`config.mk`:
```
export PLATFORM = sky130hd
export DESIGN_NAME = spi_master_top
export DESIGN_NICKNAME = d
export VERILOG_FILES = /design/src/rtl/spi_pkg.sv /design/src/rtl/byte_fifo.sv /design/src/rtl/sck_phase_gen.sv /design/src/rtl/spi_bus_fsm.sv /design/src/rtl/rx_byte_capture.sv /design/src/rtl/spi_master_top.sv
export VERILOG_INCLUDE_DIRS = /design/src /design/src/rtl
export SDC_FILE = /design/constraint.sdc
export NUM_CORES = 1
export LEC_CHECK = 0
export BUFFER_PORTS_ARGS = -buffer_cell sky130_fd_sc_hd__buf_2
export CAP_MARGIN = 20
export CELL_PAD_IN_SITES_DETAIL_PLACEMENT = 1
export CELL_PAD_IN_SITES_GLOBAL_PLACEMENT = 1
export CORE_MARGIN = 4
export CORE_UTILIZATION = 53
export DETAILED_ROUTE_END_ITERATION = 7
export PLACE_DENSITY_LB_ADDON = 0.3
export SYNTH_ARGS = -nofsm -noshare
export SYNTH_HDL_FRONTEND = slang
export SYNTH_SLANG_ARGS = --single-unit
```
`constraint.sdc`:
```
create_clock -name i_ext_spi_clk_x -period 3.6 [get_ports i_ext_spi_clk_x]
set_input_delay 1.08 -clock i_ext_spi_clk_x [delete_from_list [all_inputs] [get_ports i_ext_spi_clk_x]]
set_output_delay 1.08 -clock i_ext_spi_clk_x [all_outputs]
set_load 0.01 [all_outputs]
```
`src/rtl/spi_macros.svh`:
```
// Build-time sizing for the SPI master
// Clock ratio, FIFO depth, count widths and chip-select timing
`ifndef SPI_MACROS_SVH
`define SPI_MACROS_SVH

////////////////////////////////////////
// Bus timing
////////////////////////////////////////

`define SPI_CLK_RATIO 8  // System clocks per SCK period, even and >= 4
`define SPI_CS_SETUP 4   // SCK periods in each select-timing state

////////////////////////////////////////
// Buffering and command widths
////////////////////////////////////////

`define SPI_FIFO_DEPTH 16  // Entries per byte FIFO
`define SPI_LEN_BITS 5     // Byte counts 0..31
`define SPI_WAIT_BITS 2    // Wait cycles 0..3

`endif

```
`src/rtl/spi_pkg.sv`:
```
// Shared types for the SPI master
// Byte, command, bus pins, phase strobes and bus states
`default_nettype none

`include "spi_macros.svh"

package spi_pkg;

  typedef logic [7:0] byte_t;  // One data byte

  // Command captured when go is accepted
  typedef struct packed {
    logic [`SPI_LEN_BITS-1:0]  tx_len;    // Bytes to send
    logic [`SPI_LEN_BITS-1:0]  rx_len;    // Bytes to receive
    logic [`SPI_WAIT_BITS-1:0] wait_cyc;  // Idle SCK cycles between them
  } spi_cmd_t;

  // Driven bus pins
  typedef struct packed {
    logic sck;
    logic csn;   // Active low select
    logic copi;
  } spi_bus_t;

  // One-cycle strobes at the SCK edges
  typedef struct packed {
    logic rise;
    logic fall;
  } spi_phase_t;

  // Bus sequence, Mode 0 only
  typedef enum logic [2:0] {
    ST_IDLE, ST_START_D, ST_START_S,
    ST_TX, ST_WAIT, ST_RX,
    ST_STOP_S, ST_STOP_D
  } spi_state_t;

endpackage : spi_pkg

`default_nettype wire

```
`src/rtl/byte_fifo.sv`:
```
// First-word-fall-through byte FIFO
`timescale 1ns/1ps
`default_nettype none

`include "spi_macros.svh"

module byte_fifo (
  input  wire                 i_ext_spi_clk_x,
  input  wire                 i_srst,
  input  wire                 push_i,
  input  wire spi_pkg::byte_t data_i,
  input  wire                 pop_i,
  output spi_pkg::byte_t      data_o,   // Head entry, always visible
  output logic                empty_o,
  output logic                full_o
);

  localparam int DEPTH = `SPI_FIFO_DEPTH;
  localparam int AW    = $clog2(DEPTH);

  spi_pkg::byte_t mem [DEPTH];  // Storage
  logic [AW-1:0]  wr_ptr_q;
  logic [AW-1:0]  rd_ptr_q;
  logic [AW:0]    cnt_q;        // Occupancy 0..DEPTH
  logic           do_push;
  logic           do_pop;

  assign do_push = push_i && !full_o;   // Push while full is dropped
  assign do_pop  = pop_i && !empty_o;   // Pop while empty is dropped

  assign empty_o = (cnt_q == '0);
  assign full_o  = (cnt_q == (AW+1)'(DEPTH));
  assign data_o  = mem[rd_ptr_q];

  // Data array
  always_ff @(posedge i_ext_spi_clk_x) begin
    if (do_push) mem[wr_ptr_q] <= data_i;
  end

  // Pointers and count
  always_ff @(posedge i_ext_spi_clk_x) begin
    if (i_srst) begin
      wr_ptr_q <= '0;
      rd_ptr_q <= '0;
      cnt_q    <= '0;
    end else begin
      if (do_push) begin
        wr_ptr_q <= (wr_ptr_q == AW'(DEPTH - 1)) ? '0 : wr_ptr_q + 1'b1;
      end
      if (do_pop) begin
        rd_ptr_q <= (rd_ptr_q == AW'(DEPTH - 1)) ? '0 : rd_ptr_q + 1'b1;
      end
      case ({do_push, do_pop})
        2'b10:   cnt_q <= cnt_q + 1'b1;
        2'b01:   cnt_q <= cnt_q - 1'b1;
        default: cnt_q <= cnt_q;  // Both or neither keeps the count
      endcase
    end
  end

endmodule : byte_fifo

`default_nettype wire

```
`src/rtl/sck_phase_gen.sv`:
```
// SCK period counter with edge strobes and high-half level
`timescale 1ns/1ps
`default_nettype none

`include "spi_macros.svh"

module sck_phase_gen (
  input  wire                 i_ext_spi_clk_x,
  input  wire                 i_srst,
  output spi_pkg::spi_phase_t phase_o,
  output logic                sck_high_o   // Second half of the SCK period
);

  localparam int RATIO = `SPI_CLK_RATIO;
  localparam int CW    = $clog2(RATIO);
  localparam int HALF  = RATIO / 2;

  logic [CW-1:0] cnt_q;  // 0..RATIO-1

  ////////////////////////////////////////
  // Free-running phase counter
  ////////////////////////////////////////
  always_ff @(posedge i_ext_spi_clk_x) begin
    if (i_srst) begin
      cnt_q <= '0;
    end else if (cnt_q == CW'(RATIO - 1)) begin
      cnt_q <= '0;  // Wrap, SCK falls here
    end else begin
      cnt_q <= cnt_q + 1'b1;
    end
  end

  // Rise at mid period
  assign phase_o.rise = (cnt_q == CW'(HALF));
  // Fall on last count, state updates on the wrap
  assign phase_o.fall = (cnt_q == CW'(RATIO - 1));

  assign sck_high_o = (cnt_q >= CW'(HALF));

endmodule : sck_phase_gen

`default_nettype wire

```
`src/rtl/spi_bus_fsm.sv`:
```
// SPI bus sequencer
// Command latch, eight-state FSM with period timer, bus drive and TX pops
`timescale 1ns/1ps
`default_nettype none

`include "spi_macros.svh"

module spi_bus_fsm (
  input  wire                 i_ext_spi_clk_x,
  input  wire                 i_srst,
  input  wire                 go_i,
  input  wire spi_pkg::spi_cmd_t   cmd_i,
  input  wire spi_pkg::spi_phase_t phase_i,
  input  wire                 sck_high_i,
  input  wire spi_pkg::byte_t tx_head_i,    // TX FIFO head
  input  wire                 tx_empty_i,
  output logic                tx_pop_o,
  output spi_pkg::spi_state_t state_o,
  output logic [2:0]          bit_idx_o,    // Bit position in current byte
  output spi_pkg::spi_bus_t   bus_o,
  output logic                idle_o
);

  // Timer wide enough for 8 periods per byte at the largest count
  localparam int TMR_W = `SPI_LEN_BITS + 3;
  localparam logic [TMR_W-1:0] CS_LAST = TMR_W'(`SPI_CS_SETUP - 1);  // Select timing length

  spi_pkg::spi_state_t state_q;
  spi_pkg::spi_state_t nx_state;
  spi_pkg::spi_cmd_t   cmd_q;      // Command of the running transaction
  logic                go_pend_q;  // Go accepted and waiting for a fall strobe
  logic [TMR_W-1:0]    tmr_q;      // SCK periods spent in this state

  logic [TMR_W-1:0]    tx_last;
  logic [TMR_W-1:0]    wait_last;
  logic [TMR_W-1:0]    rx_last;
  logic                state_end;  // Last period of the current state
  spi_pkg::spi_state_t after_start;
  spi_pkg::spi_state_t after_tx;
  spi_pkg::spi_state_t after_wait;
  logic                sck_run;

  ////////////////////////////////////////
  // State lengths and skipping
  ////////////////////////////////////////
  assign tx_last   = {cmd_q.tx_len, 3'b000} - 1'b1;
  assign wait_last = TMR_W'(cmd_q.wait_cyc) - 1'b1;
  assign rx_last   = {cmd_q.rx_len, 3'b000} - 1'b1;

  // First non-empty data phase or straight to hold
  assign after_wait  = (cmd_q.rx_len != '0) ? spi_pkg::ST_RX : spi_pkg::ST_STOP_S;
  assign after_tx    = (cmd_q.wait_cyc != '0) ? spi_pkg::ST_WAIT : after_wait;
  assign after_start = (cmd_q.tx_len != '0) ? spi_pkg::ST_TX : after_tx;

  always_comb begin
    case (state_q)
      spi_pkg::ST_TX:   state_end = (tmr_q == tx_last);
      spi_pkg::ST_WAIT: state_end = (tmr_q == wait_last);
      spi_pkg::ST_RX:   state_end = (tmr_q == rx_last);
      spi_pkg::ST_IDLE: state_end = 1'b1;
      default:          state_end = (tmr_q == CS_LAST);  // Select timing states
    endcase
  end

  ////////////////////////////////////////
  // Next state
  ////////////////////////////////////////
  always_comb begin
    nx_state = state_q;
    case (state_q)
      spi_pkg::ST_IDLE: begin
        if (go_pend_q) nx_state = spi_pkg::ST_START_D;
      end
      spi_pkg::ST_START_D: begin
        if (state_end) nx_state = spi_pkg::ST_START_S;  // Deselected lead-in
      end
      spi_pkg::ST_START_S: begin
        if (state_end) nx_state = after_start;          // CSN low setup
      end
      spi_pkg::ST_TX: begin
        if (state_end) nx_state = after_tx;
      end
      spi_pkg::ST_WAIT: begin
        if (state_end) nx_state = after_wait;
      end
      spi_pkg::ST_RX: begin
        if (state_end) nx_state = spi_pkg::ST_STOP_S;
      end
      spi_pkg::ST_STOP_S: begin
        if (state_end) nx_state = spi_pkg::ST_STOP_D;   // CSN hold
      end
      default: begin
        if (state_end) nx_state = spi_pkg::ST_IDLE;     // Deselect gap
      end
    endcase
  end

  ////////////////////////////////////////
  // State, timer and command registers
  ////////////////////////////////////////
  always_ff @(posedge i_ext_spi_clk_x) begin
    if (i_srst) begin
      state_q   <= spi_pkg::ST_IDLE;
      tmr_q     <= '0;
      go_pend_q <= 1'b0;
      cmd_q     <= '0;
    end else begin
      if (idle_o && go_i) begin
        go_pend_q <= 1'b1;
        cmd_q     <= cmd_i;  // Held for the whole transaction
      end
      if (phase_i.fall) begin
        state_q <= nx_state;
        if (nx_state != state_q || state_q == spi_pkg::ST_IDLE) begin
          tmr_q <= '0;
        end else begin
          tmr_q <= tmr_q + 1'b1;
        end
        // Only a pending go is consumed here
        if (state_q == spi_pkg::ST_IDLE && go_pend_q) go_pend_q <= 1'b0;
      end
    end
  end

  ////////////////////////////////////////
  // Bus outputs
  ////////////////////////////////////////
  assign sck_run = (state_q == spi_pkg::ST_TX) || (state_q == spi_pkg::ST_WAIT) ||
                   (state_q == spi_pkg::ST_RX);

  assign bus_o.sck  = sck_run && sck_high_i;  // Mode 0 clock idles low
  assign bus_o.csn  = (state_q == spi_pkg::ST_IDLE) || (state_q == spi_pkg::ST_START_D) ||
                      (state_q == spi_pkg::ST_STOP_D);
  // MSB first with zeros once the TX FIFO runs dry
  assign bus_o.copi = (state_q == spi_pkg::ST_TX) && !tx_empty_i &&
                      tx_head_i[3'd7 - tmr_q[2:0]];

  // Byte done on its eighth fall strobe
  assign tx_pop_o = phase_i.fall && (state_q == spi_pkg::ST_TX) &&
                    (tmr_q[2:0] == 3'd7) && !tx_empty_i;

  assign state_o   = state_q;
  assign bit_idx_o = tmr_q[2:0];  // Data states start at zero
  assign idle_o    = (state_q == spi_pkg::ST_IDLE) && !go_pend_q;

endmodule : spi_bus_fsm

`default_nettype wire

```
`src/rtl/rx_byte_capture.sv`:
```
// CIPO shift register and RX FIFO write strobe
`timescale 1ns/1ps
`default_nettype none

module rx_byte_capture (
  input  wire                      i_ext_spi_clk_x,
  input  wire                      i_srst,
  input  wire spi_pkg::spi_phase_t phase_i,
  input  wire spi_pkg::spi_state_t state_i,
  input  wire [2:0]                bit_idx_i,
  input  wire                      cipo_i,
  input  wire                      fifo_full_i,
  output logic                     wr_o,    // One cycle per whole byte
  output spi_pkg::byte_t           data_o
);

  spi_pkg::byte_t shift_q;  // Bits of the byte in flight
  logic           wr_q;
  logic           sample;

  assign sample = phase_i.rise && (state_i == spi_pkg::ST_RX);

  // MSB arrives first
  always_ff @(posedge i_ext_spi_clk_x) begin
    if (sample) shift_q <= {shift_q[6:0], cipo_i};
  end

  ////////////////////////////////////////
  // Write strobe
  ////////////////////////////////////////
  always_ff @(posedge i_ext_spi_clk_x) begin
    if (i_srst) begin
      wr_q <= 1'b0;
    end else begin
      // Eighth bit completes the byte, full FIFO drops it
      wr_q <= sample && (bit_idx_i == 3'd7) && !fifo_full_i;
    end
  end

  assign wr_o   = wr_q;
  assign data_o = shift_q;  // Holds the finished byte while wr_o is high

endmodule : rx_byte_capture

`default_nettype wire

```
`src/rtl/spi_master_top.sv`:
```
// SPI master top level
// TX FIFO, phase generator, bus FSM, RX capture and RX FIFO
`timescale 1ns/1ps
`default_nettype none

module spi_master_top (
  input  wire                    i_ext_spi_clk_x,
  input  wire                    i_srst,
  // Host transmit side
  input  wire                    tx_push_i,
  input  wire spi_pkg::byte_t    tx_data_i,
  output logic                   tx_ready_o,   // TX FIFO not full
  // Command
  input  wire                    go_i,
  input  wire spi_pkg::spi_cmd_t cmd_i,
  output logic                   idle_o,
  // Host receive side
  input  wire                    rx_pop_i,
  output spi_pkg::byte_t         rx_data_o,
  output logic                   rx_avail_o,   // RX FIFO not empty
  // SPI pins
  output spi_pkg::spi_bus_t      bus_o,
  input  wire                    cipo_i
);

  spi_pkg::byte_t      tx_head;
  logic                tx_empty;
  logic                tx_full;
  logic                tx_pop;
  spi_pkg::spi_phase_t phase;
  logic                sck_high;
  spi_pkg::spi_state_t state;
  logic [2:0]          bit_idx;
  logic                rx_wr;
  spi_pkg::byte_t      rx_wdata;
  logic                rx_empty;
  logic                rx_full;

  ////////////////////////////////////////
  // Input side
  ////////////////////////////////////////
  byte_fifo u_tx_fifo (
    .i_ext_spi_clk_x (i_ext_spi_clk_x), .i_srst (i_srst),
    .push_i (tx_push_i), .data_i (tx_data_i),
    .pop_i (tx_pop), .data_o (tx_head),
    .empty_o (tx_empty), .full_o (tx_full)
  );

  assign tx_ready_o = !tx_full;

  ////////////////////////////////////////
  // Bus timing and sequencing
  ////////////////////////////////////////
  sck_phase_gen u_phase (
    .i_ext_spi_clk_x (i_ext_spi_clk_x), .i_srst (i_srst),
    .phase_o (phase), .sck_high_o (sck_high)
  );

  spi_bus_fsm u_fsm (
    .i_ext_spi_clk_x (i_ext_spi_clk_x), .i_srst (i_srst),
    .go_i (go_i), .cmd_i (cmd_i),
    .phase_i (phase), .sck_high_i (sck_high),
    .tx_head_i (tx_head), .tx_empty_i (tx_empty), .tx_pop_o (tx_pop),
    .state_o (state), .bit_idx_o (bit_idx),
    .bus_o (bus_o), .idle_o (idle_o)
  );

  ////////////////////////////////////////
  // Output side
  ////////////////////////////////////////
  rx_byte_capture u_capture (
    .i_ext_spi_clk_x (i_ext_spi_clk_x), .i_srst (i_srst),
    .phase_i (phase), .state_i (state), .bit_idx_i (bit_idx),
    .cipo_i (cipo_i), .fifo_full_i (rx_full),
    .wr_o (rx_wr), .data_o (rx_wdata)
  );

  byte_fifo u_rx_fifo (
    .i_ext_spi_clk_x (i_ext_spi_clk_x), .i_srst (i_srst),
    .push_i (rx_wr), .data_i (rx_wdata),
    .pop_i (rx_pop_i), .data_o (rx_data_o),
    .empty_o (rx_empty), .full_o (rx_full)
  );

  assign rx_avail_o = !rx_empty;

endmodule : spi_master_top

`default_nettype wire

```
==> out/metrics.yaml <==
status:
  status: "finished, violations left"
  failed_checks: "setup timing"
yosys:
  synth-edff-count: 264
  synth_area_leader_cell: "edfxtp_1"
  synthTopCellsByArea: "edfxtp_1 (59%), mux4_2 (14%), dfxtp_1 (9.2%), ha_1 (2.4%), nor2_1 (1.8%)"
  yosys_warnings: 0
  ys_seq_area_frac: 0.683
  synthFlopType: "edfxtp_1"
  synthesis.nets: 877
  synthArstFlopShare: 0
  yosysUniqueCellTypes: 54
  syn_area_per_cell_um2: 16.3
  synth_top_area_frac: 0.590
  synth_cells: 823
  syn_area_um2: 13400
  ys_ff_latch: 326
floorplanning:
  die_y_um: 167
  die_w_um: 167
  coreArea_um2: 24600
  start_util: 0.546
  io_pins: 40
  die_area_um2: 27900
  fp-row-count: 57
global_routing:
  antenna_found_initial: 0
  grt_max_degree: 38
  grtUsageTotal: 0.225
  grt_pass1_vias: 8237
  grt_pass1_wl_um: 48800
  overflow: 0
placement:
  dp_cells: 1176
  place.port_buffers: 39
  dp_slack_ns: 0.00990
  dpl_cell_area_um2: 14200
  place_congestion: 0.817
  hpwl_um: 20500
worst_setup_path:
  crit_type: "reg2out"
  crit_arrival_ns: 3.00
  critPathLaunchType: "register"
  path_max_fanout: 12
  cp.required_ns: 2.52
  end_kind: "output port"
timing:
  finalWorstSetupSlack_ns: -0.482
  tightestPinTransition_ns: 0.967
  slew_headroom: 0.353
  fmax_mhz: 245
  hold_viol_final: 0
  drv_slew: 0
  fin_crit_sh: 1.13
  setup_viol: 1
  min_period_ns: 4.08
  rsz0062_at_grt: "yes"
  finalClockSkew_ns: 0.0278
clock_network:
  cts.path.max_buffers: 3
  htreeDepth: 2
  clk_pin_slew_ns: 0.06
  cts_hold_buffers: 0
  clock-root-buffer: "clkbuf_16"
  cts_tree: "done"
  insertion_delay_ns: 0.52
  cts.sinks: 326
  cts_made_buffers: 35
hold_path:
  hold_class: "reg2reg"
finish:
  finalInstanceArea_um2: 15300
  final_cell_mix: "edfxtp_1 (264), mux4_2 (82), nor2_1 (63)"
  diodes: 0
  stdcell_count: 1243
  final_common_cell: "edfxtp_1"
  area_growth_pct: 14.2
  drive_gt1_frac: 0.237
  final_nets: 948
power_and_ir_drop:
  p_per_area_nw_per_um2: 510
  leakage_uw: 0.00507
  power_uw: 7810
  peakVddDrop_mv: 0.436
drt:
  routed_via_density: 6.03
  drtIter0Drc: 668
  antenna_left: 0
  drt_pass1_iterations: 5
  wirelength_um: 30800
  drc_errors: 0
  dr_total_vias: 7491
  wl_per_cell_um: 24.8
run:
  maxCapViolations: 0
-- Yosys cell counts, types with 4 or more instances --
library cell  count
a21o_1            8
a21oi_1          37
a31oi_1           4
buf_1            12
buf_2             4
clkbuf_1         24
dfxtp_1          62
edfxtp_1        264
ha_1             26
inv_1            27
mux2i_1           5
mux4_2           82
nand2_1          60
nand2b_1          8
nand3_1          10
nand4_1           5
nor2_1           63
nor3_1           19
nor3b_1           6
o211ai_1          5
o21ai_0           8
o31ai_1           4
or3_1             6
xnor2_1          11
xor2_1           20
-- registers in the layout (all words and copies together) (netlist names), 5 cells and up, named ones only --
signal	flops
u_capture.data_o	8
u_fsm.cmd_q	12
u_fsm.tmr_q	8
u_rx_fifo.cnt_q	5
u_rx_fifo.mem	128
u_tx_fifo.cnt_q	5
u_tx_fifo.mem	128
-- worst paths after layout --
| check | from | endpoint | slack [ns] | depth (start not counted) |
|---|---|---|---|---|
| max | register | bus_o[0] | -0.48 | 7 |
| min | u_phase.cnt_q[0]$_SDFF_PP0_ | u_phase.cnt_q[0]$_SDFF_PP0_ | 0.45 | 1 |
| max reg2reg | u_rx_fifo.cnt_q[0]$_SDFFE_PP0P_ | u_rx_fifo.cnt_q[4]$_SDFFE_PP0P_ | 0.38 | 13 |
| min reg2reg | u_phase.cnt_q[0]$_SDFF_PP0_ | u_phase.cnt_q[0]$_SDFF_PP0_ | 0.45 | 1 |
-- layout make-up --
cell class | count | area [um2]
clock buffer | 44 | 920
clock inverter | 18 | 208
fill | 2225 | 9270
inverter | 28 | 105
multi-input combinational | 423 | 3960
sequential | 326 | 9180
tap | 324 | 405
timing repair buffer | 80 | 566
-- where the power goes --
| part | total, uW | switching (uW) | internal (uW) |
|---|---|---|---|
| Sequential | 4100 | 24.0 | 4080 |
| Combinational | 192 | 116 | 75.7 |
| Clock | 3520 | 1420 | 2110 |
-- routing by layer --
metal	track usage	wire length (um)
met5	0	0
met4	0.0653	825
met3	0.0361	1760
met2	0.403	16400
met1	0.286	11800
-- what timing repair did --
action	in CTS	in global routing
buffers inserted	0	5
endpoints found under the setup margin	9	4
resized for setup	3	1
-- logic make-up (layout without fill, tap and decap cells) --
logic type,after synthesis,after routing,synth area share
mux,87,87,0.141
xor+xnor,31,31,0.0202
compound gates,82,82,0.0379
simple gates,195,195,0.0673
fa+ha+maj,28,28,0.0272
buf+inv,74,170,0.0232
flops,326,326,0.683
-- worst max-delay path, cell delays in order, from the launching register on --
cell and delay (ns):
dfxtp_4 0.40, buf_12 0.17, mux4_2 0.52, mux4_2 0.51, mux4_2 0.48, mux2i_2 0.19
nor2_1 0.06, buf_2 0.14
-- stage by stage --
step / hold slack (ns) / utilization / setup TNS [ns]
3_5_place_dp: 0.439 / 0.575 / 0
4_1_cts: 0.449 / 0.622 / -0.503
2_1_floorplan: 0.419 / - / 0
3_3_place_gp: 0.436 / 0.575 / 0
6_report: 0.454 / 0.623 / -0.482
5_1_grt: 0.467 / 0.623 / -0.571
(Power assumes the default switching activity.)
